## src/hw/hub_pkg.sv

```systemverilog
package hub_pkg;

    // Address map
    localparam logic [3:0]  addr_hub     = 4'h1;    // Upper nibble of hub space
    localparam logic [11:0] hub_ctrl_off = 12'h800; // Query register, 0x1800

    // Bus and field widths
    localparam int addr_w  = 16;    // Quadlet address
    localparam int data_w  = 32;    // One quadlet
    localparam int mem_aw  = 9;     // 512 quadlets of hub memory
    localparam int timer_w = 14;    // Cycle timer since query

    // Board ordering
    localparam int board_n = 16;    // Bits in the board mask

    // Timing
    localparam int first_trig_delay = 150; // Roughly 3 us at sysclk for the first board

    // Block layout
    localparam int hub_status_idx = 2;     // Status quadlet, board number in bits 27:24

endpackage

```

## src/hw/hub_readback.sv

```systemverilog
`timescale 1ns/1ps

module hub_readback (
    input  logic [hub_pkg::addr_w-1:0]          reg_raddr,
    input  logic [hub_pkg::data_w-1:0]          mem_rdata,
    input  logic [$clog2(hub_pkg::board_n)-1:0] board_id,
    input  logic [hub_pkg::data_w/2-1:0]        sequence_num,
    input  logic [hub_pkg::board_n-1:0]         board_mask,
    input  logic [hub_pkg::board_n-1:0]         board_mask_lower,
    input  logic [7:0]                          last_reg_waddr,
    input  logic [hub_pkg::mem_aw-1:0]          waddr_offset,
    input  logic [hub_pkg::mem_aw-1:0]          num_written,
    input  logic [hub_pkg::timer_w-1:0]         bc_timer,
    input  logic [hub_pkg::timer_w-1:0]         bc_read_start,
    input  logic                                updated,
    output logic [hub_pkg::data_w-1:0]          rdata
);
    import hub_pkg::*;

    logic              hub_raddr;       // Read inside hub space
    logic              ctrl_raddr;      // 0x1800 to 0x1803
    logic              is_extra;        // Timing quadlet after the last one
    logic              read_addr_ok;    // Index already written
    logic [data_w-1:0] ctrl_rdata;
    logic [data_w-1:0] hub_rdata;

    assign hub_raddr  = (reg_raddr[addr_w-1 -: 4] == addr_hub);
    assign ctrl_raddr = hub_raddr && (reg_raddr[11:2] == hub_ctrl_off[11:2]);

    // Extra field only once the broadcast read is complete
    assign is_extra     = updated && (reg_raddr[mem_aw-1:0] == num_written);
    assign read_addr_ok = (reg_raddr[mem_aw-1:0] < num_written);

    always_comb begin
        case (reg_raddr[1:0])
            2'b00:   ctrl_rdata = {sequence_num, board_mask};                       // 0x1800
            2'b01:   ctrl_rdata = {8'd0, last_reg_waddr, 7'd0, waddr_offset};       // 0x1801
            2'b10:   ctrl_rdata = data_w'(num_written);                             // 0x1802
            default: ctrl_rdata = {12'd0, board_id, board_mask_lower};              // 0x1803
        endcase
    end

    // Memory past the last written quadlet reads as zero
    assign hub_rdata = is_extra     ? {2'b00, bc_read_start, 2'b00, bc_timer} :
                       read_addr_ok ? mem_rdata :
                       '0;

    assign rdata = !hub_raddr ? '0 :
                   ctrl_raddr ? ctrl_rdata :
                   hub_rdata;

    // Timing quadlet only follows a block that carried a status quadlet
    always_comb begin
        if (is_extra) begin
            a_extra_after_status: assert (num_written > mem_aw'(hub_status_idx))
                else $error("extra quadlet selected before any status quadlet");
        end
    end

endmodule

```

## config.mk

```make
export PLATFORM = sky130hd
export DESIGN_NAME = hub_readback
export DESIGN_NICKNAME = d
export VERILOG_FILES = /design/src/hw/hub_pkg.sv /design/src/hw/hub_readback.sv
export SDC_FILE = /design/constraint.sdc
export NUM_CORES = 1
export LEC_CHECK = 0
export BUFFER_PORTS_ARGS = -buffer_cell sky130_fd_sc_hd__buf_2
export CORE_MARGIN = 2
export CORE_UTILIZATION = 30
export DETAILED_ROUTE_END_ITERATION = 8
export PLACE_DENSITY_LB_ADDON = 0.1
export SYNTH_ARGS = -nofsm -noshare
export SYNTH_HDL_FRONTEND = slang
export SYNTH_SLANG_ARGS = --single-unit
```

## constraint.sdc

```tcl
create_clock -name vclk -period 3.3
set_input_delay 0.66 -clock vclk [all_inputs]
set_output_delay 0.66 -clock vclk [all_outputs]
set_load 0.05 [all_outputs]
```

### Word level (Yosys, flattened, before mapping)

Index checks and enable logic that the tools add are counted.

| cells by class | value |
|---|---|
| reduce and logical (&&, ||, !) cells | 3 |
| eq/ne operators | 5 |
| order comparisons | 1 |
| muxes and demuxes | 5 |

Operators with widths:

| operator | number |
|---|---|
| 2-to-1 mux 32 bit | 4 |
| one-hot mux 32 bit (3 select lines) | 1 |
| equality test 10 bit (second input constant) | 1 |
| equality test 9 bit | 1 |
| less-than comparator 9 bit | 1 |
| equality test 4 x 1 -> 1 bit (second input constant) | 1 |
| equality test 2 x 1 -> 1 bit (second input constant) | 1 |
| equality test 2 bit (second input constant) | 1 |
| logical AND 1 bit | 2 |
| logical NOT 2 bit | 1 |

| word-level totals | value |
|---|---|
| register bits after elaboration | 0 |
| logic and storage cells | 14 |
| bits of input ports | 155 |

### Logic depth before layout (Yosys ltp)

Gate-level depths: netlist of the first run.

| logic depth | value |
|---|---|
| word-level depth | 5 |
| mapped depth | 10 |
| depth with buffers taken out | 6 |

### Least setup slack after synthesis of the first run

OpenSTA, ideal clock, no wires.

| timing path | value |
|---|---|
| path type | input-to-output |
| start point | input reg_raddr[0] (netlist name) |
| end point | output rdata[24] (netlist name) |
| stages on the path | 9 |
| data arrival time | 3.535 ns |
| data required time | 2.640 ns |
| path slack | -0.895 ns |
| buffers on the path | 3 |
| cells stage by stage | buf_2 buf_2 inv_1 ha_1 a21bo_2 nand3_1 clkbuf_1 o211ai_1 a311oi_1 |

| between the ends | value |
|---|---|
| cells in the longest elaborated chain, start to end | 5 |
| elaborated cells on any way between the ends | 11 |
| classes of those cells | order compare (1); eq/ne (3); mux (5); reduce/logical (2) |

RTL lines:

| element | line | RTL |
|---|---|---|
| from (decl) | hub_readback.sv:4 | `input logic [hub_pkg::addr_w-1:0] reg_raddr,` |
| less-than comparator 9 bit or equality test 9 bit (tied branches) | hub_readback.sv:32, hub_readback.sv:31 |  |
| 2-to-1 mux 32 bit or logical AND 1 bit (tied branches) | hub_readback.sv:45, hub_readback.sv:31 |  |
| 2-to-1 mux 32 bit | hub_readback.sv:44 | `assign hub_rdata = is_extra ? {2'b00, bc_read_start, 2'b00, bc_timer} :` |
| 2-to-1 mux 32 bit (*) | hub_readback.sv:49 | `ctrl_raddr ? ctrl_rdata :` |
| 2-to-1 mux 32 bit (*) | hub_readback.sv:48 | `assign rdata = !hub_raddr ? '0 :` |
| to (decl) | hub_readback.sv:16 | `output logic [hub_pkg::data_w-1:0] rdata` |

Mark *: on every way between the ends. The rest lies on a longest branch, timed or not.

### Worst setup path in the final report of the first run

| timing path | value |
|---|---|
| start point | input num_written[7] (netlist name) |
| end point | output rdata[13] (netlist name) |

| between the ends | value |
|---|---|
| cells in the longest elaborated chain, start to end | 5 |
| elaborated cells on any way between the ends | 7 |
| classes of those cells | order compare (1); eq/ne (1); mux (4); reduce/logical (1) |

RTL lines:

| element | line | RTL |
|---|---|---|
| from (decl) | hub_readback.sv:12 | `input logic [hub_pkg::mem_aw-1:0] num_written,` |
| less-than comparator 9 bit or equality test 9 bit (tied branches) | hub_readback.sv:32, hub_readback.sv:31 |  |
| 2-to-1 mux 32 bit or logical AND 1 bit (tied branches) | hub_readback.sv:45, hub_readback.sv:31 |  |
| 2-to-1 mux 32 bit (*) | hub_readback.sv:44 |  |
| 2-to-1 mux 32 bit (*) | hub_readback.sv:49 |  |
| 2-to-1 mux 32 bit (*) | hub_readback.sv:48 |  |

Marked as above.

==> results of run 1 <==
## final timing paths
| check | start | to | slack (ns) | depth (start not counted) |
|---|---|---|---|---|
| min | sequence_num[15] | rdata[31] | 1.78 | 4 |
| max | num_written[7] | rdata[13] | 0.15 | 9 |
## critical path, delay by kind of cell
kind | cells | cell delay [ns]
AO/OA/AOI/OAI | 1 | 0.29
adder cells (fa/ha/maj) | 1 | 0.32
buffers and inverters | 4 | 0.64
AND/OR/NAND/NOR | 3 | 0.57
## cell type report
class                      instances  area share
inverter                           9    0.009858
multi-input combinational        233      0.6349
tap                               75     0.02738
timing repair buffer             207      0.3279
## per-layer routing
| layer | vias up | routed length (µm) | track usage |
|---|---|---|---|
| met4 | 0 | 68 | 0.02459 |
| met5 | - | 0 | 0 |
| met3 | 9 | 665 | 0.02283 |
| met1 | 1321 | 3310 | 0.2773 |
| li1 | 1437 | - | - |
| met2 | 127 | 4397 | 0.4476 |
## synthesized netlist by cell type
cell type	n	area (µm²)
nand3_1	6	30.03
nor4_1	2	12.51
or4b_1	1	10.01
a21bo_2	1	10.01
nand2b_1	28	175.2
inv_1	9	33.78
a311oi_1	15	131.4
a22oi_1	2	15.01
nor4b_4	1	23.77
nor2_1	5	18.77
mux4_2	9	202.7
buf_2	4	20.02
nand4_1	1	6.260
o211ai_1	29	217.7
o21ai_0	13	65.06
buf_4	1	7.510
a221oi_1	9	78.83
and4_1	3	26.28
mux2_2	4	45.04
ha_1	9	112.6
o22ai_1	3	18.77
or4b_2	1	10.01
buf_1	1	3.750
mux2i_1	4	40.04
o21ai_1	1	5.000
o21a_1	2	15.01
a21oi_1	37	185.2
a31oi_1	13	81.33
nor2b_1	1	6.260
nand4_2	1	12.51
and2_1	1	6.260
clkbuf_1	30	112.6
nand2_1	30	112.6
a211o_1	1	8.760
## kinds of logic (layout without fill, tap and decap cells)
family / Yosys count / in the layout / share of synthesized area
buffers and inverters: 45 / 216 / 0.09549
adder cells (fa/ha/maj): 9 / 9 / 0.06053
AO/OA/AOI/OAI: 126 / 126 / 0.4472
multiplexers: 17 / 17 / 0.1547
AND/OR/NAND/NOR: 81 / 81 / 0.2421
## metrics by stage
step / total power, W / instances / hold slack (ns)
floorplan: 0.0002112 / 278 / 1.543
global placement: 0.0003574 / 524 / 1.778
detailed placement: 0.0003624 / 524 / 1.779
CTS: 0.0003635 / 524 / 1.781
global route: 0.0003967 / 524 / 1.805
finish: 0.0003625 / 524 / 1.775
## cell usage in the layout (no fill, tap or decap)
cell type / instances
a211o_1: 1
a21bo_2: 1
a21oi_1: 37
a221oi_1: 9
a22oi_1: 2
a311oi_4: 15
a31oi_2: 3
a31oi_4: 10
and2_1: 1
and4_1: 3
buf_12: 3
buf_2: 187
buf_4: 17
ha_1: 9
inv_1: 9
mux2_2: 4
mux2i_1: 4
mux4_2: 9
nand2_1: 30
nand2b_1: 28
nand3_1: 6
nand4_1: 1
nand4_4: 1
nor2_1: 5
nor2b_1: 1
nor4_1: 2
nor4b_4: 1
o211ai_1: 29
o21a_1: 2
o21ai_0: 13
o21ai_4: 1
o22ai_4: 3
or4b_1: 1
or4b_2: 1
## power by group through the flow
stage	combinational, W	clock (W)	sequential, W
floorplan	0.000211	0	0
global placement	0.000357	0	0
detailed placement	0.000362	0	0
CTS	0.000364	0	0
global route	0.000397	0	0
finish	0.000363	0	0
==> impl_metrics.toml, run 1 <==
[min_path]
min_path_type = "input port to primary output"

[floorplan]
core_area_um2 = 5956
rows = 28
die_h_um = 82.75
initial_utilization = 0.3124
pin_count = 187
fp.dieW_um = 82.75
die_area_um2 = 6848

[cells_and_area]
antennaDiodeCount = 0
layout.area.seq_um2 = 0
syn_to_final_growth_pct = 84.20
final_cell_area_um2 = 3427
nets = 615
drive_above_1_share = 0.5702
nFillCells = 584
multiInputGateArea_um2 = 2176
seq_cells = 0
nClkBuffers = 0
fin_util = 0.5754

[placement]
place.gp.congestion = 0.7511
dp_hpwl_um = 6691
place_ws_ns = 0.1550
portBuffers = 187
postPlaceCellArea_um2 = 3427

[logic_synthesis]
synth_fp_nets = 442
synth.distinct_cells = 34
synth-seq-area-share = 0
synth_area_um2 = 1861
avgSynthCellArea_um2 = 6.693
yosysWarnings = 0
syn-instance-count = 278

[sta]
final.period_utilization = 0.9545
worst_slew_pin_slew_ns = 0.7282
rsz0062_at_grt = "false"
fin_setup_tns_ns = 0
timing.final.ws_setup_ns = 0.1502
setup_violations = 0
relSlewSlack = 0.5145
hold_viol = 0
slew_viol_final = 0
fmax_ghz = 0.3175
period_minus_slack_ns = 3.150

[grt]
grt_max_degree = 30
grtUsageTotal = 0.2298
grt_first_pass_wirelength_um = 12430
gr-total-overflow = 0
grt_pass1_vias = 2648
antenna_found_initial = 0

[power]
p_comb_frac = 1.000
p_sw_frac = 0.5307
clkPwrFrac = 0
p_int_w = 0.0001701
p_per_area_nw_per_um2 = 105.8
power.switching_w = 0.0001924
pwr-share-seq = 0
vdd_drop_max_mv = 0.06136
leakage_nw = 1.453

[critical_path]
cp-end-kind = "primary output"
cp-start-kind = "input port"
critPathMaxFanout = 16
slowest_stage = "ha_1"
critPathKind = "input port to primary output"
cpPeakStageDelay_ns = 0.32
cp_cell_sequence = "buf_2 > inv_1 > ha_1 > and4_1 > and4_1 > buf_4 > nand2_1 > a311oi_4 > buf_2"
cp.required_ns = 2.64
worstPathArrival_ns = 2.49

[clock_network]
cts_resized = 0
postCtsSetupBuffers = 0
hold_buffers = 0

[status]
status = "completed"

[routing]
drtPass1Iterations = 4
routed_wl_um = 8441
drc_errors = 0
routed-via-count = 2894
wl_per_cell_um = 16.11
vias_per_cell = 5.523
drtIter0Drc = 117
antenna_left = 0

[job]
maxCapViolations = 0
Power figures use the tool's default switching activity.
==> run 2: changes to the inputs <==
Settings changed: ABC_AREA from default to 1, CORE_ASPECT_RATIO from default to 1.75.
==> run 2 against run 1 <==
Die area increased by 19%; critical endpoint is now rdata[4]; critical path type unchanged; utilization decreased by 12 points; largest power group unchanged; worst setup slack improved by 0.049 ns; critical path depth increased by 1; count of clock-buffer cells in the layout unchanged.
==> impl_metrics.toml, run 2 <==
[min_path]
hold-path-cell-count = 6
min_to = "rdata[30]"
min_path_type = "input port to primary output"
min_from = "sequence_num[14]"

[clock_network]
cts_resized = 0
hold_buffers = 0
postCtsSetupBuffers = 0

[routing]
antenna_left = 0
drtIter0Drc = 176
vias_per_cell = 4.657
drtPass1Iterations = 5
routed-via-count = 3474
drc_errors = 0
routed_wl_um = 9336
wl_per_cell_um = 12.51

[status]
status = "completed"

[grt]
gr-total-overflow = 0
met2_usage = 0.4567
busiest_layer = "met2"
grtUsageMet1 = 0.2451
grtUsageTotal = 0.2232
grtUsageMet3 = 0.01627
grt_pass1_vias = 3433
grt_max_degree = 38
antenna_found_initial = 0
grt_first_pass_wirelength_um = 15410

[power]
leakage_nw = 1.945
p_sw_frac = 0.5677
clkPwrFrac = 0
p_per_area_nw_per_um2 = 96.90
pwr-share-seq = 0
p_comb_frac = 1.000
power.switching_w = 0.0001780
p_int_w = 0.0001356
vdd_drop_max_mv = 0.05069

[logic_synthesis]
synth-seq-area-share = 0
avgSynthCellArea_um2 = 4.555
synth.top_cells.by_count = "nand2_1, inv_1, nor2_1, a21oi_1, nand3_1"
synth_top_area_share = 0.2081
yosys.area.top_type = "nand2_1"
synth.area.top_cells = "nand2_1, a21oi_1, inv_1"
synth_area_um2 = 2218
yosysWarnings = 0
synth_fp_nets = 651
syn-instance-count = 487
synth.most_common_cell = "nand2_1"
synth.distinct_cells = 20

[job]
maxCapViolations = 0

[sta]
rsz0062_at_grt = "false"
fmax_ghz = 0.3225
worst_slew_pin_slew_ns = 0.6066
fin_setup_tns_ns = 0
hold_ws_ns = 1.790
slew_viol_final = 0
relSlewSlack = 0.5952
setup_violations = 0
final.period_utilization = 0.9396
timing.final.ws_setup_ns = 0.1995
hold_viol = 0
period_minus_slack_ns = 3.101

[critical_path]
cp.required_ns = 2.64
crit_cells = 10
critPathKind = "input port to primary output"
cpPeakStageDelay_ns = 0.33
slowest_stage = "nor2_4"
cp-start-kind = "input port"
worst-path-buf-inv = 4
critPathMaxFanout = 11
cp_cell_sequence = "buf_2 > inv_1 > ha_1 > nand2_1 > nor2_4 > nand2_1 > buf_4 > nand3_1 > a21oi_1 > buf_2"
cp-end-kind = "primary output"
worstPathArrival_ns = 2.44
crit_family = "simple AND/OR/NAND/NOR gates"

[cells_and_area]
layout_common_cells = "buf_2, nand2_1, inv_1, nor2_1, a21oi_1"
layout.area.seq_um2 = 0
syn_to_final_growth_pct = 45.85
drive_above_1_share = 0.3439
mostFrequentLayoutCell = "buf_2"
final_cell_area_um2 = 3236
finalNonFillerCells = 746
nFillCells = 839
nClkBuffers = 0
antennaDiodeCount = 0
multiInputGateArea_um2 = 1710
nets = 826
seq_cells = 0

[placement]
place_ws_ns = 0.1634
dp.cells = 746
dp_hpwl_um = 7693
portBuffers = 187
postPlaceCellArea_um2 = 3227
place.gp.congestion = 0.8911

[floorplan]
rows = 41
core_area_um2 = 7182
fp.dieW_um = 69.01
initial_utilization = 0.3089
die_h_um = 117.8
die_area_um2 = 8126
pin_count = 187
## run 2: worst max path at each step
stage | startpoint | end | slack [ns]
floorplan | reg_raddr[0] | rdata[20] | 0.06
finish | num_written[8] | rdata[4] | 0.20
global placement | num_written[8] | rdata[8] | 0.17
global route | num_written[8] | rdata[25] | 0.03
CTS | num_written[8] | rdata[8] | 0.15
detailed placement | num_written[8] | rdata[8] | 0.16
## run 2: area by class of cell
| cell class | instances | share of cell area |
|---|---|---|
| inverter | 93 | 0.1079 |
| multi-input combinational | 364 | 0.5286 |
| tap | 86 | 0.03326 |
| timing repair buffer | 203 | 0.3302 |
## run 2: power groups by stage
stage	registers, W	logic, W	clock network [W]
2_1_floorplan	0	0.000169	0
3_3_place_gp	0	0.000310	0
3_5_place_dp	0	0.000313	0
4_1_cts	0	0.000314	0
5_1_grt	0	0.000353	0
6_report	0	0.000314	0
## run 2: cell families after synthesis
kind of cell,count (synthesis),synth area share
AOI/OAI and AO/OA,74,0.1670
adders and majority gates,9,0.05076
buffers and inverters,123,0.2329
and+or+nand+nor,281,0.5494
## run 2: stage by stage
step           power [W]  utilization
2_1_floorplan  0.0001690            -
3_3_place_gp   0.0003105       0.4493
3_5_place_dp   0.0003127       0.4493
4_1_cts        0.0003143       0.4493
5_1_grt        0.0003530       0.4505
6_report       0.0003135       0.4505
## run 2: routing by layer
metal / up-vias / routed length [µm] / share of wire
li1: 1843 / - / -
met2: 122 / 5299 / 0.57
met5: - / 0 / 0
met1: 1497 / 3411 / 0.37
met3: 12 / 470 / 0.050
met4: 0 / 155 / 0.017
==> run 3: changes to the inputs <==
Clock period 3.3 ns to 3.4 ns, I/O delays scaled along.
==> run 3 against run 2 <==
Power shrank 4.3%; critical endpoint is now rdata[8]; combinational power decreased by 4%; worst setup slack worse by 0.0082 ns; sequential cell count unchanged; first-iteration DRC count is 14% higher.
==> impl_metrics.toml, run 3 (synthesis gave the netlist of run 2 again) <==
[status]
status = "completed"

[critical_path]
crit_family = "simple AND/OR/NAND/NOR gates"
worst-path-buf-inv = 3
worstPathArrival_ns = 2.53
slowest_stage = "buf_2"
critPathMaxFanout = 28
critPathKind = "input port to primary output"
cp-end-kind = "primary output"
cp_cell_sequence = "buf_2 > inv_1 > ha_1 > nand2_1 > nor2_4 > nand2_4 > nor2_1 > nor2_1 > a21oi_1 > buf_2"
cp.required_ns = 2.72
cpPeakStageDelay_ns = 0.30
cp-start-kind = "input port"

[sta]
hold_viol = 0
final.period_utilization = 0.9437
slew_viol_final = 0
worst_slew_pin_slew_ns = 0.5832
relSlewSlack = 0.6108
rsz0062_at_grt = "false"
fin_setup_tns_ns = 0
period_minus_slack_ns = 3.209
setup_violations = 0
fmax_ghz = 0.3117

[routing]
drtIter0Drc = 201
drtPass1Iterations = 4
routed-via-count = 3439
wl_per_cell_um = 12.57
routed_wl_um = 9341
antenna_left = 0
drc_errors = 0
vias_per_cell = 4.629

[power]
p_int_w = 0.0001298
clkPwrFrac = 0
p_sw_frac = 0.5674
finalPower_w = 0.0003001
leakage_nw = 1.946
p_per_area_nw_per_um2 = 93.66
p_comb_frac = 1.000
vdd_drop_max_mv = 0.04587
power.switching_w = 0.0001703
pwr-share-seq = 0

[cells_and_area]
nClkBuffers = 0
drive_above_1_share = 0.3409
layout.area.seq_um2 = 0
nets = 823
nFillCells = 854
syn_to_final_growth_pct = 44.44
seq_cells = 0
multiInputGateArea_um2 = 1702
layout_common_cells = "buf_2, nand2_1, inv_1, nor2_1, a21oi_1"
mostFrequentLayoutCell = "buf_2"
antennaDiodeCount = 0

[placement]
place.gp.congestion = 0.8831
dp_hpwl_um = 7645
portBuffers = 187

[floorplan]
rows = 41
die_area_um2 = 8126
initial_utilization = 0.3089
core_area_um2 = 7182
die_h_um = 117.8
fp.dieW_um = 69.01
pin_count = 187

[grt]
grt_first_pass_wirelength_um = 15440
grtUsageTotal = 0.2221
grt_pass1_vias = 3402
antenna_found_initial = 0
grt_max_degree = 38
gr-total-overflow = 0

[clock_network]
hold_buffers = 0
cts_resized = 0
postCtsSetupBuffers = 0

[min_path]
min_path_type = "input port to primary output"

[job]
maxCapViolations = 0
run 3: path summary, 6_finish.rpt:
check / from / endpoint / slack, ns / depth (start not counted)
max: num_written[8] / rdata[8] / 0.19 / 10
min: sequence_num[15] / rdata[31] / 1.83 / 6
run 3: through the flow:
step,setup WS [ns],util,hold slack (ns),area (µm²),std cells
after floorplan,0.1213,-,1.674,2218,487
final,0.1913,0.4462,1.833,3204,743
after global routing,0.01250,0.4462,1.872,3204,743
after detailed placement,0.2108,0.4462,1.832,3204,743
after CTS,0.1957,0.4462,1.833,3204,743
after global placement,0.2144,0.4462,1.828,3204,743
run 3: tightest hold or removal path: stages:
cell and delay, ns:
buf_2 0.10, nand2_1 0.05, nand2_1 0.05, nand2_1 0.05, a21oi_1 0.03, buf_2 0.20
run 3: routing by layer:
metal | wire [µm] | vias up | part of all wire | global-route usage
li1 | - | 1832 | - | -
met1 | 3586 | 1470 | 0.38 | 0.2591
met2 | 5091 | 129 | 0.55 | 0.4429
met3 | 559 | 8 | 0.060 | 0.01284
met4 | 104 | 0 | 0.011 | 0.02574
met5 | 0 | - | 0 | 0
run 3: area by class of cell:
cell class | instances | share of cell area
repair buffers | 200 | 0.3264
inverters | 93 | 0.1089
well taps | 86 | 0.03358
multi-input cells | 364 | 0.5310
run 3: power groups by stage:
stage               Sequential, W  Combinational, W  Clock [W]
global route                    0          0.000340          0
global placement                0          0.000300          0
finish                          0          0.000300          0
floorplan                       0          0.000164          0
detailed placement              0          0.000301          0
CTS                             0          0.000302          0
