<file path="config.mk">
export PLATFORM = sky130hd
export DESIGN_NAME = hub_collector
export DESIGN_NICKNAME = d
export VERILOG_FILES = /design/src/hw/hub_pkg.sv /design/src/hw/hub_collector.sv
export SDC_FILE = /design/constraint.sdc
export NUM_CORES = 1
export LEC_CHECK = 0
export ABC_AREA = 1
export BUFFER_PORTS_ARGS = -buffer_cell sky130_fd_sc_hd__buf_2
export CAP_MARGIN = 20
export CORE_MARGIN = 3
export CORE_UTILIZATION = 35
export CTS_BUF_LIST = sky130_fd_sc_hd__clkbuf_8
export DETAILED_ROUTE_END_ITERATION = 10
export SYNTH_ARGS = -nofsm -noshare
export SYNTH_HDL_FRONTEND = slang
export SYNTH_SLANG_ARGS = --single-unit
</file>
<file path="constraint.sdc">
create_clock -name sysclk -period 3.45 [get_ports sysclk]
set_input_delay 0.345 -clock sysclk [delete_from_list [all_inputs] [get_ports sysclk]]
set_output_delay 0.345 -clock sysclk [all_outputs]
set_load 0.005 [all_outputs]
</file>
<file path="src/hw/hub_pkg.sv">
package hub_pkg;

    // Address map
    localparam logic [3:0]  addr_hub     = 4'h1;    // Upper nibble of hub space
    localparam logic [11:0] hub_ctrl_off = 12'h800; // Query register, 0x1800

    // Bus and field widths
    localparam int addr_w  = 16;    // Quadlet address
    localparam int data_w  = 32;    // One quadlet
    localparam int mem_aw  = 9;     // 512 quadlets of hub memory
    localparam int timer_w = 14;    // Cycle timer since query

    // Board ordering
    localparam int board_n = 16;    // Bits in the board mask

    // Timing
    localparam int first_trig_delay = 150; // Roughly 3 us at sysclk for the first board

    // Block layout
    localparam int hub_status_idx = 2;     // Status quadlet, board number in bits 27:24

endpackage

</file>
<file path="src/hw/hub_collector.sv">
`timescale 1ns/1ps

module hub_collector (
    input  logic                                sysclk,
    input  logic                                write_trig_reset,   // Reset and trigger ack
    input  logic                                reg_wen,
    input  logic [hub_pkg::addr_w-1:0]          reg_waddr,
    input  logic [hub_pkg::data_w-1:0]          reg_wdata,
    input  logic [hub_pkg::addr_w-1:0]          reg_raddr,
    input  logic [$clog2(hub_pkg::board_n)-1:0] board_id,
    input  logic                                fw_idle,
    output logic                                mem_wen,
    output logic [hub_pkg::mem_aw-1:0]          mem_waddr,
    output logic [hub_pkg::data_w-1:0]          mem_wdata,
    output logic [hub_pkg::data_w/2-1:0]        sequence_num,       // From query, upper half
    output logic [hub_pkg::board_n-1:0]         board_mask,
    output logic [hub_pkg::board_n-1:0]         board_mask_lower,
    output logic [7:0]                          last_reg_waddr,     // Last quadlet index
    output logic [hub_pkg::mem_aw-1:0]          waddr_offset,       // Base of current block
    output logic [hub_pkg::mem_aw-1:0]          num_written,
    output logic [hub_pkg::timer_w-1:0]         bc_timer,
    output logic [hub_pkg::timer_w-1:0]         bc_read_start,
    output logic                                updated,
    output logic                                write_trig
);
    import hub_pkg::*;

    logic                hub_wen;           // Any write into hub space
    logic                hub_reg_wen;       // Query write to 0x1800
    logic                hub_mem_wen;       // Block write to 0x10NN
    logic [7:0]          wr_idx;            // Quadlet index NN
    logic                new_idx;
    logic [7:0]          block_size;        // Size from the last header
    logic [mem_aw-1:0]   last_write_addr;
    logic [board_n-1:0]  board_updated;
    logic                board_selected;
    logic                write_trig_done;
    logic                seq_error;
    logic                lower_done;        // All lower masked boards reported
    logic                trig_cond;

    assign wr_idx      = reg_waddr[7:0];
    assign hub_wen     = reg_wen && (reg_waddr[addr_w-1 -: 4] == addr_hub);
    assign hub_reg_wen = hub_wen && (reg_waddr[11:0] == hub_ctrl_off);
    assign hub_mem_wen = hub_wen && (reg_waddr[11:8] == 4'd0);

    // Repeated index means the same quadlet again, drop it
    assign new_idx = (wr_idx != last_reg_waddr);
    assign mem_wen = hub_mem_wen && new_idx;

    // Header lands right after the previous block, body after its header
    assign mem_waddr = (wr_idx == 8'd0) ?
                       waddr_offset + mem_aw'(block_size) :
                       waddr_offset + mem_aw'(wr_idx);

    // Header rebuilt as size, seq LSB, seq error, zero, update time
    assign seq_error = (sequence_num != reg_wdata[31:16]);
    assign mem_wdata = (wr_idx == 8'd0) ?
                       {reg_wdata[7:0], reg_wdata[23:16], seq_error, 1'b0, bc_timer} :
                       reg_wdata;

    assign num_written = last_write_addr + mem_aw'(1);  // 0x1FF wraps to zero

    // Empty mask never counts as updated
    assign updated = (board_mask != '0) && (board_updated == board_mask);

    assign board_mask_lower = ((board_n'(1) << board_id) - board_n'(1)) & board_mask;
    assign board_selected   = board_mask[board_id];
    assign lower_done       = ((board_updated & board_mask_lower) == board_mask_lower);

    // First board waits on the timer, the rest on the boards below them
    assign trig_cond = (board_mask_lower == '0) ?
                       (bc_timer == timer_w'(first_trig_delay)) :
                       (lower_done && fw_idle);

    always_ff @(posedge sysclk) begin
        if (write_trig_reset || hub_reg_wen) begin
            bc_timer <= '0;     // Zero on the edge after the query
        end else begin
            bc_timer <= bc_timer + timer_w'(1);
        end
    end

    always_ff @(posedge sysclk) begin
        if (hub_reg_wen) begin
            sequence_num <= reg_wdata[31:16];
        end
    end

    always_ff @(posedge sysclk) begin
        if (write_trig_reset) begin
            board_mask    <= '0;
            board_updated <= '0;
        end else if (hub_reg_wen) begin
            board_mask    <= reg_wdata[board_n-1:0];
            board_updated <= '0;    // New cycle, nobody reported yet
        end else if (mem_wen && (wr_idx == 8'(hub_status_idx))) begin
            board_updated[reg_wdata[27:24]] <= 1'b1;
        end
    end

    // Offset tracking lives for one query cycle
    always_ff @(posedge sysclk) begin
        if (hub_reg_wen) begin
            waddr_offset    <= '0;
            last_reg_waddr  <= 8'hff;   // No index seen yet
            last_write_addr <= '1;
            block_size      <= 8'd0;
        end else if (mem_wen) begin
            last_reg_waddr  <= wr_idx;
            last_write_addr <= mem_waddr;
            if (wr_idx == 8'd0) begin
                block_size   <= reg_wdata[7:0];   // Header size field
                waddr_offset <= waddr_offset + mem_aw'(block_size);
            end
        end
    end

    // Host reading the hub base marks the start of the block read
    always_ff @(posedge sysclk) begin
        if (reg_raddr == {addr_hub, 12'd0}) begin
            bc_read_start <= bc_timer;
        end
    end

    // One trigger per query, held until the FireWire engine acks
    always_ff @(posedge sysclk) begin
        if (write_trig_reset) begin
            write_trig      <= 1'b0;
            write_trig_done <= 1'b0;
        end else if (hub_reg_wen) begin
            write_trig      <= 1'b0;
            write_trig_done <= 1'b0;
        end else if (board_selected && !write_trig_done && trig_cond) begin
            write_trig      <= 1'b1;
            write_trig_done <= 1'b1;
        end
    end

    // A pending trigger belongs to a board that is in the mask
    a_trig_in_mask: assert property (
        @(posedge sysclk) disable iff (write_trig_reset)
        write_trig |-> board_mask[board_id]
    ) else $error("write_trig high for a board outside the mask");

endmodule

</file>
### Word-level counts from Yosys, hierarchy flattened

Index checks and enable logic that the tools add are counted.

| storage, ports and cells | value |
|---|---|
| flip-flop bits (word level) | 111 |
| logic and storage cells | 56 |

| cells by class | value |
|---|---|
| reduce and logical (&&, ||, !) cells | 18 |
| $add $sub $neg | 5 |
| bitwise operators | 3 |
| $lt $le $gt $ge | 3 |
| shifts and indexed selects | 1 |
| equal/unequal tests | 9 |
| muxes and demuxes | 7 |

Operators by type and width:

| operator | count |
|---|---|
| AND 16 bit | 2 |
| equality test 16 bit | 2 |
| 2-to-1 mux 32 bit | 1 |
| adder 9 x 8 -> 9 bit | 2 |
| equality test 16 x 13 -> 1 bit, second input constant | 1 |
| logical NOT 16 bit | 1 |
| != test 16 bit | 1 |
| OR 16 bit | 1 |
| nonzero test 16 bit | 1 |
| left shift 1 x 4 -> 16 bit, first input constant | 1 |
| subtractor 16 x 1 -> 16 bit, second input constant | 1 |
| adder 14 x 1 -> 14 bit, second input constant | 1 |
| equality test 14 x 8 -> 1 bit, second input constant | 1 |
| equality test 12 bit, second input constant | 1 |
| logical AND 1 bit | 10 |
| less-than comparator 4 x 5 -> 1 bit, second input constant | 2 |
| adder 9 x 1 -> 9 bit, second input constant | 1 |
| 2-to-1 mux 9 bit | 1 |
| equality test 8 x 2 -> 1 bit, second input constant | 1 |
| logical NOT 8 bit | 1 |
| != test 8 bit | 1 |
| binary-select mux 1 bit (select 4 bit) | 1 |
| demux 1 bit (select 4 bit) | 1 |
| equality test 4 x 1 -> 1 bit, second input constant | 1 |
| other kinds (7) | 9 |

### Longest topological paths before layout

Gate-level depths: netlist of run 1.

| depth | value |
|---|---|
| depth after elaboration | 8 |
| mapped depth | 16 |

### Least setup slack after synthesis of run 1

Ideal clock, no wire load.

| timing path | value |
|---|---|
| kind | register -> output |
| start point | reg waddr_offset[0] in the netlist's numbering |
| end point | out mem_waddr[6] in the netlist's numbering |
| arrival | 1.819 ns |
| stages on the path, launching flop included | 13 |
| slack | 1.286 ns |
| cell sequence | dfxtp_1 ha_1 inv_1 fa_1 inv_1 a21oi_1 o21ai_0 nand2_1 nand2_1 a21oi_1 and2_1 o21ai_0 nand2_1 |

| on the way | value |
|---|---|
| cells in the longest elaborated chain, start to end | 2 |

RTL lines:

| what | line | source |
|---|---|---|
| start: declaration | hub_collector.sv:19 | `output logic [hub_pkg::mem_aw-1:0] waddr_offset,` |
| start signal: assignment | hub_collector.sv:114 | `waddr_offset <= waddr_offset + mem_aw'(block_size);` |
| adder 9 x 8 -> 9 bit (on tied branches) | hub_collector.sv:54, hub_collector.sv:53 |  |
| 2-to-1 mux 9 bit * | hub_collector.sv:52 | `assign mem_waddr = (wr_idx == 8'd0) ?` |
| end: declaration | hub_collector.sv:13 | `output logic [hub_pkg::mem_aw-1:0] mem_waddr,` |

Every way passes the cells marked *; elsewhere a longest branch is shown, timed or not.

### Worst setup path after layout of run 1

| timing path | value |
|---|---|
| start point | reg waddr_offset[0] in the netlist's numbering |
| end point | out mem_waddr[8] in the netlist's numbering |

The elaborated chain is that of the path after synthesis.

==> impl_results.rst, run 1 <==
.. list-table::
   :header-rows: 1

   * - Metric
     - Value
   * - Wire length of the first global-routing pass
     - 32800 microns
   * - Buffers added on ports
     - 216
   * - Global routing usage on met3
     - 0.0332
   * - Total leakage power
     - 4.00 nW
   * - Share of the yosys chip area belonging to registers
     - 0.385
   * - Path type of the worst min-delay path
     - primary input to register
   * - Signal arrival time at the worst endpoint
     - 2.68 ns
   * - Final cycle utilization of the critical path
     - 0.876
   * - Number of antenna violations at the first check in global routing
     - 1
   * - Chip Width
     - 143 microns
   * - Routed vias
     - between 6000 and 7000
   * - Power density normalized to cell area
     - 316 nW/um^2
   * - Layout cells sized above 1
     - 0.247
   * - # nets final
     - approximately 1200
   * - Simple-gate portion of the synthesized area
     - 0.254
   * - Post-synth top area cell
     - dfxtp_1
   * - Post CTS Setup Buffer Count
     - 0
   * - Gate count of the mapped netlist
     - a little under 900
   * - CP startpoint kind
     - register
   * - Routed wire length per instance
     - approximately 16 microns
   * - Clock buffer depth
     - 2
   * - Busiest metal layer after global routing
     - met1
   * - Relative area change from synthesis to final layout
     - 20.9%
   * - Adder-Cell Fraction of Synth Area
     - 0.0442
   * - Post-synthesis cell type count
     - 49
   * - GRT Overall Usage
     - 0.203
   * - Req. time, crit path
     - ~3.1 ns
   * - Most repeated cell in the gate-level netlist after synthesis
     - nand2_1
   * - HPWL after detailed placement
     - 17000 microns
   * - Number of synthesized register bits
     - between 100 and 150
   * - RSZ-0062 raised after global routing
     - no
   * - GRT met2 Usage
     - 0.301
   * - Post-route minimum period
     - ~3.0 ns
   * - DRC
     - 0
   * - Cell Area, Synth
     - roughly 6600 sq um
   * - Maximum Capacitance Violations
     - 0
   * - Pin count of the biggest net entering global routing
     - 55
   * - Die area
     - ~20000 sq um
   * - Status
     - finished clean
   * - Highest fanout seen on the critical path
     - 4
   * - GR Util met1
     - 0.301
   * - Clk pin slew, worst setup/hold paths
     - around 0.1 ns
   * - Die boundary height
     - approximately 140 microns
   * - Final Max Slew Viols
     - 0
   * - Setup Skew
     - about 0.011 ns
   * - GPL Wtd Cong
     - about 0.9
   * - Post-cts hold buffer count
     - 0
   * - Share of the synthesized netlist area taken by xor and xnor gates
     - 0.0507
   * - Final wirelength
     - 21200 microns
   * - Root Buffer
     - clkbuf_8
   * - Commonest register cell after synthesis
     - dfxtp_1
   * - TritonCTS clock tree
     - built
   * - Via count of the first global-routing pass
     - between 6000 and 7000
   * - Setup CP Type
     - register to output port
   * - Maximum resistive drop on vdd
     - between 150 and 200 uV
   * - Most area-consuming cells after synthesis
     - dfxtp_1 25%, edfxtp_1 14%, nand2_1 8.0%
   * - Crit. End Element
     - output port
   * - Cell types with the highest counts after synthesis
     - 139 x nand2_1, 124 x inv_1, 81 x dfxtp_1, 74 x a21oi_1, 71 x nor2_1
   * - H-tree Lvls
     - 3
   * - Worst max-slew margin expressed relative to the limit
     - 0.404
   * - Final setup violation count
     - 0
   * - Post-route ant nets
     - 0
   * - Total Negative Setup Slacks
     - 0 ns
   * - Number of warning messages in the yosys log
     - 0
   * - Mux cell area share after synthesis
     - 0.00153
   * - Total number of clock tree sinks
     - between 100 and 150
   * - Drt first-iter violations
     - around 440
   * - # rows
     - 49
   * - Mean instance size in the synthesized netlist
     - 7.53 sq um
   * - Hold violation total from the final report
     - 0
   * - Post-synth EDFFs
     - 30
   * - Vias per Instance
     - between 4 and 5
   * - Dominant combinational cell family by area after synthesis
     - simple AND/OR/NAND/NOR gates
   * - I/O pin cnt
     - 218
   * - Non-filler cells in the finished layout
     - between 1000 and 1500
   * - Effective utilization at floorplan
     - 0.360
   * - Skew-Pair Late Insertion Delay
     - between 0.3 and 0.4 ns
   * - Cell total after placement
     - between 1000 and 1500
   * - Overflow left after global routing
     - 0
   * - Gates resized, CTS repair
     - 0
   * - Mapped Nets
     - 965
   * - Core Footprint
     - between 15000 and 20000 sq um
   * - Transition time at the pin with the least slew margin
     - about 0.89 ns
   * - Compound-cell area share of the yosys netlist
     - 0.151
   * - TritonCTS buffer count
     - 9
   * - Top-area cell type share of the netlist area
     - 0.247
   * - Number of detailed-routing iterations run before antenna repair
     - 5
   * - Ys async rst share
     - 0
   * - F_max
     - between 300 and 400 MHz
-- metrics by stage --
step           worst slack, ns  hold slack [ns]  power (mW)  instance area (sq um)  utilization
5_1_grt                  0.262            0.133        2.61                   7930        0.436
2_1_floorplan             1.29            0.427        1.54                   6560            -
4_1_cts                  0.451            0.124        2.53                   7930        0.435
3_3_place_gp             0.884            0.444        1.67                   7710        0.424
6_report                 0.426            0.144        2.50                   7930        0.436
3_5_place_dp             0.830            0.450        1.67                   7710        0.424
-- layout make-up --
class / count / area (sq um)
fill: 1904 / 10300
multi-input combinational: 593 / 3300
sequential: 111 / 2520
timing repair buffer: 221 / 1120
inverter: 131 / 492
tap: 229 / 287
clock buffer: 9 / 124
clock inverter: 7 / 88.8
antenna: 1 / 2.50
-- report_power, final --
| group | leakage [nW] | switching [mW] | internal [mW] |
|---|---|---|---|
| registers | 0.930 | 0.0173 | 1.35 |
| clock network | 0.114 | 0.456 | 0.406 |
| logic | 2.95 | 0.168 | 0.112 |
-- worst paths after layout --
kind	start	cells past startpoint	end	slack, ns
worst max register to register	waddr_offset[0]	14	last_write_addr[6]	1.09
worst min-delay path	reg_wdata[29]	1	sequence_num[13]	0.14
worst max-delay path	waddr_offset[0]	12	mem_waddr[8]	0.43
worst min register to register	block_size[3]	2	block_size[3]	0.46
-- cell families (layout without fill, tap and decap cells) --
kind of cell	Yosys count	after routing
buffers and inverters	167	368
xor gates and xnor gates	38	38
muxes	1	1
adders and majority gates	22	22
and+or+nand+nor	354	354
DFF	111	111
other	1	2
AOI/OAI and AO/OA	177	177
-- metal layers --
metal	vias to the layer above	wire length [microns]
li1	3300	-
met1	2937	10200
met2	230	9170
met3	25	1370
met4	0	450
met5	-	0
-- worst max-delay path: stages (launching register included) --
cell and delay, ns:
dfxtp_1 0.42, ha_1 0.20, inv_1 0.05, fa_1 0.35, inv_1 0.08, a21oi_1 0.06
o21ai_0 0.34, nand4_1 0.14, o211ai_1 0.14, or2_2 0.14, nand3_1 0.07, and2_1 0.17
buf_2 0.13
-- sequential cells by signal, summed over array words and instances (netlist names), 8 cells and up --
| signal | count |
|---|---|
| bc_read_start | 14 |
| board_updated | 16 |
| last_reg_waddr | 8 |
| last_write_addr | 9 |
| bc_timer | 14 |
| sequence_num | 16 |
| board_mask | 16 |
| waddr_offset | 9 |
| block_size | 8 |
-- layout by cell type (no fill, tap or decap), types with 15 or more instances in the layout --
master      n
a21oi_1    74
buf_2     216
dfxtp_1    81
edfxtp_1   30
ha_1       20
inv_1     126
nand2_1   139
nand3_1    65
nand4_1    19
nor2_1     71
nor4_1     15
o21ai_0    49
xor2_1     32
(Power assumes the default switching activity.)
==> inputs of run 2 (changes only) <==
--- a/config.mk
+++ b/config.mk
@@ -12,6 +12,7 @@
 export CORE_UTILIZATION = 35
 export CTS_BUF_LIST = sky130_fd_sc_hd__clkbuf_8
 export DETAILED_ROUTE_END_ITERATION = 10
+export PLACE_DENSITY_LB_ADDON = 0.15
 export SYNTH_ARGS = -nofsm -noshare
 export SYNTH_HDL_FRONTEND = slang
 export SYNTH_SLANG_ARGS = --single-unit
==> run 2 against run 1 <==
  * Critical path depth rose by 1
  * Combinational power is essentially flat
  * Cell area fell by 0.25%
  * Cell count did not move
  * Critical endpoint is now mem_waddr[6]
  * Global-route usage increased by 0.29 points
  * Largest cell class unchanged
  * Sequential power about the same
  * Setup slack better by 0.052 ns
==> impl_results.rst, run 2 (synthesized netlist as in run 1, its figures left out) <==
.. list-table::
   :header-rows: 1

   * - Metric
     - Value
   * - Final wirelength
     - between 20000 and 25000 microns
   * - Final cycle utilization of the critical path
     - 0.861
   * - Critical path startpoint
     - waddr_offset[0]
   * - NetSw
     - between 0.6 and 0.7 mW
   * - Pin count of the biggest net entering global routing
     - 44
   * - Total number of clock tree sinks
     - around 110
   * - Overall power of the completed layout
     - between 2 and 2.5 mW
   * - Clock Power Share
     - 0.325
   * - Buffers added on ports
     - roughly 220
   * - Final setup violation count
     - 0
   * - Skew-Pair Late Insertion Delay
     - around 0.39 ns
   * - Most frequent standard cell in the layout excluding fill and tap cells
     - buf_2
   * - Via count of the first global-routing pass
     - 6045
   * - GRT Overall Usage
     - 0.206
   * - Layout cells sized above 1
     - 0.250
   * - Number of detailed-routing iterations run before antenna repair
     - 5
   * - Antenna diode count
     - 0
   * - DRC
     - 0
   * - Die boundary height
     - 143 microns
   * - Final Max Slew Viols
     - 0
   * - Drt first-iter violations
     - 375
   * - TritonCTS clock tree
     - built
   * - Switching fraction of total power
     - 0.278
   * - Wire length of the first global-routing pass
     - approximately 33000 microns
   * - Depth of the worst register-to-register path
     - 14
   * - Transition time at the pin with the least slew margin
     - ~0.63 ns
   * - Crit. End Element
     - output port
   * - TritonCTS buffer count
     - 9
   * - Cell Int Power
     - approximately 1.8 mW
   * - Post CTS Setup Buffer Count
     - 0
   * - Number of antenna violations at the first check in global routing
     - 1
   * - Routed wire length per instance
     - roughly 16 microns
   * - Overflow left after global routing
     - 0
   * - Clk pin slew, worst setup/hold paths
     - between 0.1 and 0.15 ns
   * - Post-route minimum period
     - ~3.0 ns
   * - Chip Width
     - 143 microns
   * - Total leakage power
     - approximately 4 nW
   * - HPWL after detailed placement
     - around 17000 microns
   * - Core Footprint
     - approximately 18000 sq um
   * - Reg power frac
     - 0.561
   * - Maximum Capacitance Violations
     - 0
   * - Termination of the worst setup path
     - mem_waddr[6]
   * - Maximum resistive drop on vdd
     - between 150 and 200 uV
   * - Gates resized, CTS repair
     - 0
   * - Hold violation total from the final report
     - 0
   * - Path type of the worst min-delay path
     - primary input to register
   * - # nets final
     - roughly 1200
   * - Relative area change from synthesis to final layout
     - 20.6%
   * - Signal arrival time at the worst endpoint
     - ~2.6 ns
   * - Fillers
     - 1924
   * - RSZ-0062 raised after global routing
     - no
   * - F_max
     - 336 MHz
   * - Reg-to-Reg Start
     - waddr_offset[0]
   * - H-tree Lvls
     - 3
   * - Top flop regs
     - board_mask (16), board_updated (16), sequence_num (16)
   * - Cell total after placement
     - 1286
   * - Status
     - finished clean
   * - Die area
     - around 20000 sq um
   * - Non-filler cells in the finished layout
     - between 1000 and 1500
   * - Effective utilization at floorplan
     - 0.360
   * - I/O pin cnt
     - between 200 and 250
   * - # rows
     - 49
   * - Post-route ant nets
     - 0
   * - Setup CP Type
     - register to output port
   * - Combinational group share of total power
     - 0.115
   * - Clock buffer depth
     - 2
   * - Root Buffer
     - clkbuf_8
   * - Total Negative Setup Slacks
     - 0 ns
   * - Req. time, crit path
     - 3.11 ns
   * - Vias per Instance
     - 4.91
   * - Setup slack of the worst register-to-register path
     - 1.10 ns
   * - Worst max-slew margin expressed relative to the limit
     - 0.577
   * - Worst R2R End
     - last_write_addr[6]
   * - Most frequent cells in the layout
     - 216 x buf_2, 139 x nand2_1, 125 x inv_1
   * - Highest fanout seen on the critical path
     - 4
   * - Post-cts hold buffer count
     - 0
   * - Routed vias
     - ~6400
   * - GPL Wtd Cong
     - roughly 0.86
   * - Setup Skew
     - ~0.015 ns
   * - Power density normalized to cell area
     - 307 nW/um^2
   * - CP startpoint kind
     - register
## run 2: worst max-delay path, stage by stage (launching register included)
cell     delay, ns
dfxtp_1       0.42
ha_1          0.20
inv_1         0.06
fa_1          0.37
inv_1         0.09
a21oi_1       0.07
o21ai_0       0.26
nand2_1       0.11
nand2_1       0.08
a21oi_1       0.07
and2_1        0.14
o21ai_0       0.13
nand2_1       0.10
buf_2         0.14
## run 2: final cells by class
cell class                 count  area [sq um]  share of cell area
inverter                     131           492              0.0622
multi-input combinational    593          3300               0.417
clock buffer                  10           138              0.0174
timing repair buffer         222          1130               0.142
tap                          229           287              0.0362
sequential                   111          2520               0.319
clock inverter                 6          50.0             0.00633
## run 2: worst min path at each step
| stage | from | end | slack, ns | depth (start not counted) |
|---|---|---|---|---|
| after floorplan | block_size[0] | block_size[0] | 0.43 | 2 |
| after global placement | block_size[6] | block_size[6] | 0.44 | 2 |
| after detailed placement | block_size[3] | block_size[3] | 0.45 | 2 |
| after CTS | reg_wdata[29] | sequence_num[13] | 0.12 | 1 |
| after global routing | reg_wdata[29] | sequence_num[13] | 0.12 | 1 |
| final | reg_wdata[29] | sequence_num[13] | 0.15 | 1 |
## run 2: layer usage
metal	share of wire	vias up	track usage
met2	0.43	192	0.309
li1	-	3304	-
met1	0.51	2871	0.310
met3	0.056	18	0.0342
met5	0.00033	-	0
met4	0.011	2	0.0495
## run 2: power by group through the flow
stage	Combinational (mW)	Sequential, mW	Clock [mW]
finish	0.279	1.36	0.789
floorplan	0.149	1.39	0
CTS	0.280	1.36	0.814
global route	0.312	1.37	0.865
global placement	0.278	1.39	0
detailed placement	0.279	1.39	0
## run 2: metrics by stage
stage	cell area (sq um)	setup WS, ns	util	hold WS, ns
after floorplan	6560	1.29	-	0.427
after global placement	7720	0.896	0.424	0.441
after detailed placement	7720	0.841	0.424	0.446
after CTS	7910	0.457	0.434	0.119
after global routing	7910	0.238	0.434	0.116
final	7910	0.478	0.434	0.148
==> inputs of run 3 (changes only) <==
--- a/config.mk
+++ b/config.mk
@@ -8,6 +8,7 @@
 export ABC_AREA = 1
 export BUFFER_PORTS_ARGS = -buffer_cell sky130_fd_sc_hd__buf_2
 export CAP_MARGIN = 20
+export CORE_ASPECT_RATIO = 0.5
 export CORE_MARGIN = 3
 export CORE_UTILIZATION = 35
 export CTS_BUF_LIST = sky130_fd_sc_hd__clkbuf_8
==> run 3 against run 2 <==
  * Clock power is 5.2% lower
  * Register-to-register slack gained 0.04 ns
  * Cell count is 0.31% higher
==> impl_results.rst, run 3 (synthesized netlist as in run 1, its figures left out) <==
.. list-table::
   :header-rows: 1

   * - Metric
     - Value
   * - Status
     - finished clean
   * - Path type of the worst min-delay path
     - primary input to register
   * - Wire length of the first global-routing pass
     - 33600 microns
   * - F_max
     - between 300 and 400 MHz
   * - Routed wire length per instance
     - 16.6 microns
   * - Drt first-iter violations
     - between 400 and 500
   * - Maximum resistive drop on vdd
     - approximately 200 uV
   * - Final setup violation count
     - 0
   * - Most frequent CP cell
     - nand2_1
   * - Layout cells sized above 1
     - 0.250
   * - Antenna diode count
     - 0
   * - Signal arrival time at the worst endpoint
     - ~2.6 ns
   * - TritonCTS clock tree
     - built
   * - Final wirelength
     - 21700 microns
   * - Final cycle utilization of the critical path
     - 0.856
   * - Via count of the first global-routing pass
     - between 6000 and 7000
   * - Req. time, crit path
     - ~3.1 ns
   * - Area taken by multi-input logic gates
     - roughly 3300 sq um
   * - Fillers
     - between 1500 and 2000
   * - Transition time at the pin with the least slew margin
     - between 0.9 and 1 ns
   * - Maximum Capacitance Violations
     - 0
   * - Overflow left after global routing
     - 0
   * - Core Footprint
     - ~18000 sq um
   * - H-tree Lvls
     - 3
   * - Pin count of the biggest net entering global routing
     - 55
   * - Hold violation total from the final report
     - 0
   * - Gates resized, CTS repair
     - 0
   * - Worst max-slew margin expressed relative to the limit
     - 0.396
   * - Setup Skew
     - about 0.0063 ns
   * - Post CTS Setup Buffer Count
     - 0
   * - Skew-Pair Late Insertion Delay
     - around 0.39 ns
   * - Root Buffer
     - clkbuf_8
   * - Total leakage power
     - around 4.0 nW
   * - Final Max Slew Viols
     - 0
   * - Clk pin slew, worst setup/hold paths
     - about 0.11 ns
   * - Highest fanout seen on the critical path
     - 4
   * - Most frequent standard cell in the layout excluding fill and tap cells
     - buf_2
   * - Die boundary height
     - between 100 and 150 microns
   * - Top flop regs
     - board_mask (16), board_updated (16), sequence_num (16)
   * - Post-placement setup slack
     - 0.876 ns
   * - Final critical-path setup slack
     - around 0.5 ns
   * - Post-cts hold buffer count
     - 0
   * - # rows
     - 34
   * - Buffering stage count on the worst path with inverters included
     - 3
   * - Power density normalized to cell area
     - roughly 300 nW/um^2
   * - Setup CP Type
     - register to output port
   * - TritonCTS buffer count
     - 9
   * - Post-route minimum period
     - 2.95 ns
   * - GRT Overall Usage
     - 0.210
   * - Total Negative Setup Slacks
     - 0 ns
   * - Routed vias
     - ~6500
   * - Chip Width
     - 200 microns
   * - Number of detailed-routing iterations run before antenna repair
     - 5
   * - Crit-path slowest cell
     - dfxtp_1
   * - Crit. End Element
     - output port
   * - # nets final
     - around 1200
   * - Largest stage delay on the critical path
     - 0.42 ns
   * - CP startpoint kind
     - register
   * - Cells traversed along the worst timing path
     - ha_1 -> inv_1 -> fa_1 -> inv_1 -> a21oi_1 -> o21ai_0 -> nand2_1 -> nand2_1 -> a21oi_1 -> and2_1 -> o21ai_0 -> nand2_1 -> buf_2
   * - Clock buffer depth
     - 2
   * - Kind of cell with the highest combined delay on the critical path
     - compound AO/OA/AOI/OAI gates
   * - Effective utilization at floorplan
     - 0.367
   * - HPWL after detailed placement
     - 17100 microns
   * - Storage element area
     - approximately 2500 sq um
   * - Relative area change from synthesis to final layout
     - 20.3%
   * - Total number of clock tree sinks
     - between 100 and 150
   * - Buffers added on ports
     - 216
   * - Die area
     - ~20000 sq um
   * - RSZ-0062 raised after global routing
     - no
   * - GPL Wtd Cong
     - 0.916
   * - Post-route ant nets
     - 0
   * - DRC
     - 0
   * - Most frequent cells in the layout
     - 216 x buf_2, 139 x nand2_1, 124 x inv_1
   * - I/O pin cnt
     - 218
   * - Number of antenna violations at the first check in global routing
     - 0
   * - Vias per Instance
     - roughly 5
-- run 3: changes by cell type in the layout (fill, tap and decap cells not counted), sizes merged --
cell,previous run,this run
clkinvlp,0,3
clkinv,0,3
inv,137,132
buf,222,221
clkbuf,10,9
-- run 3: layer usage --
layer	wire length, microns	vias to the layer above	part of all wire	track usage
li1	-	3286	-	-
met4	225	0	0.010	0.0375
met3	1340	18	0.062	0.0405
met5	0	-	0	0
met2	9970	206	0.46	0.353
met1	10200	3008	0.47	0.288
-- run 3: worst paths after layout --
path	start	to	slack [ns]	depth (start not counted)
worst min register to register	block_size[6]	block_size[6]	0.46	2
worst max register to register	waddr_offset[0]	last_write_addr[6]	1.14	14
worst max-delay path	waddr_offset[0]	mem_waddr[6]	0.50	13
worst min-delay path	reg_wdata[29]	sequence_num[13]	0.14	1
-- run 3: stage by stage --
stage	instance area [sq um]	power [mW]	instances	hold slack (ns)	util
5_1_grt	7890	2.50	1306	0.121	0.442
6_report	7890	2.38	1306	0.144	0.442
4_1_cts	7890	2.41	1306	0.121	0.442
3_3_place_gp	7720	1.66	1290	0.443	0.432
3_5_place_dp	7720	1.67	1290	0.446	0.432
2_1_floorplan	6560	1.54	871	0.427	-
-- run 3: final cells by class --
cell class                 count  share of cell area
clock buffer                   9              0.0157
multi-input combinational    593               0.417
tap                          234              0.0371
clock inverter                 7             0.00618
inverter                     131              0.0623
sequential                   111               0.320
timing repair buffer         221               0.142
-- run 3: power by group --
part | internal [mW] | switching (mW)
Combinational | 0.111 | 0.163
Sequential | 1.35 | 0.0154
Clock | 0.265 | 0.484
Total | 1.72 | 0.662
-- run 3: worst reg2reg max path: stages (launching register included) --
cell,delay (ns)
dfxtp_1,0.42
ha_1,0.19
inv_1,0.05
fa_1,0.35
inv_1,0.09
a21oi_1,0.07
o21ai_0,0.26
nand2_1,0.12
nand2_1,0.07
a21oi_1,0.07
and2_1,0.14
o21ai_0,0.15
nand2_1,0.11
nand2_1,0.08
nand2_1,0.05
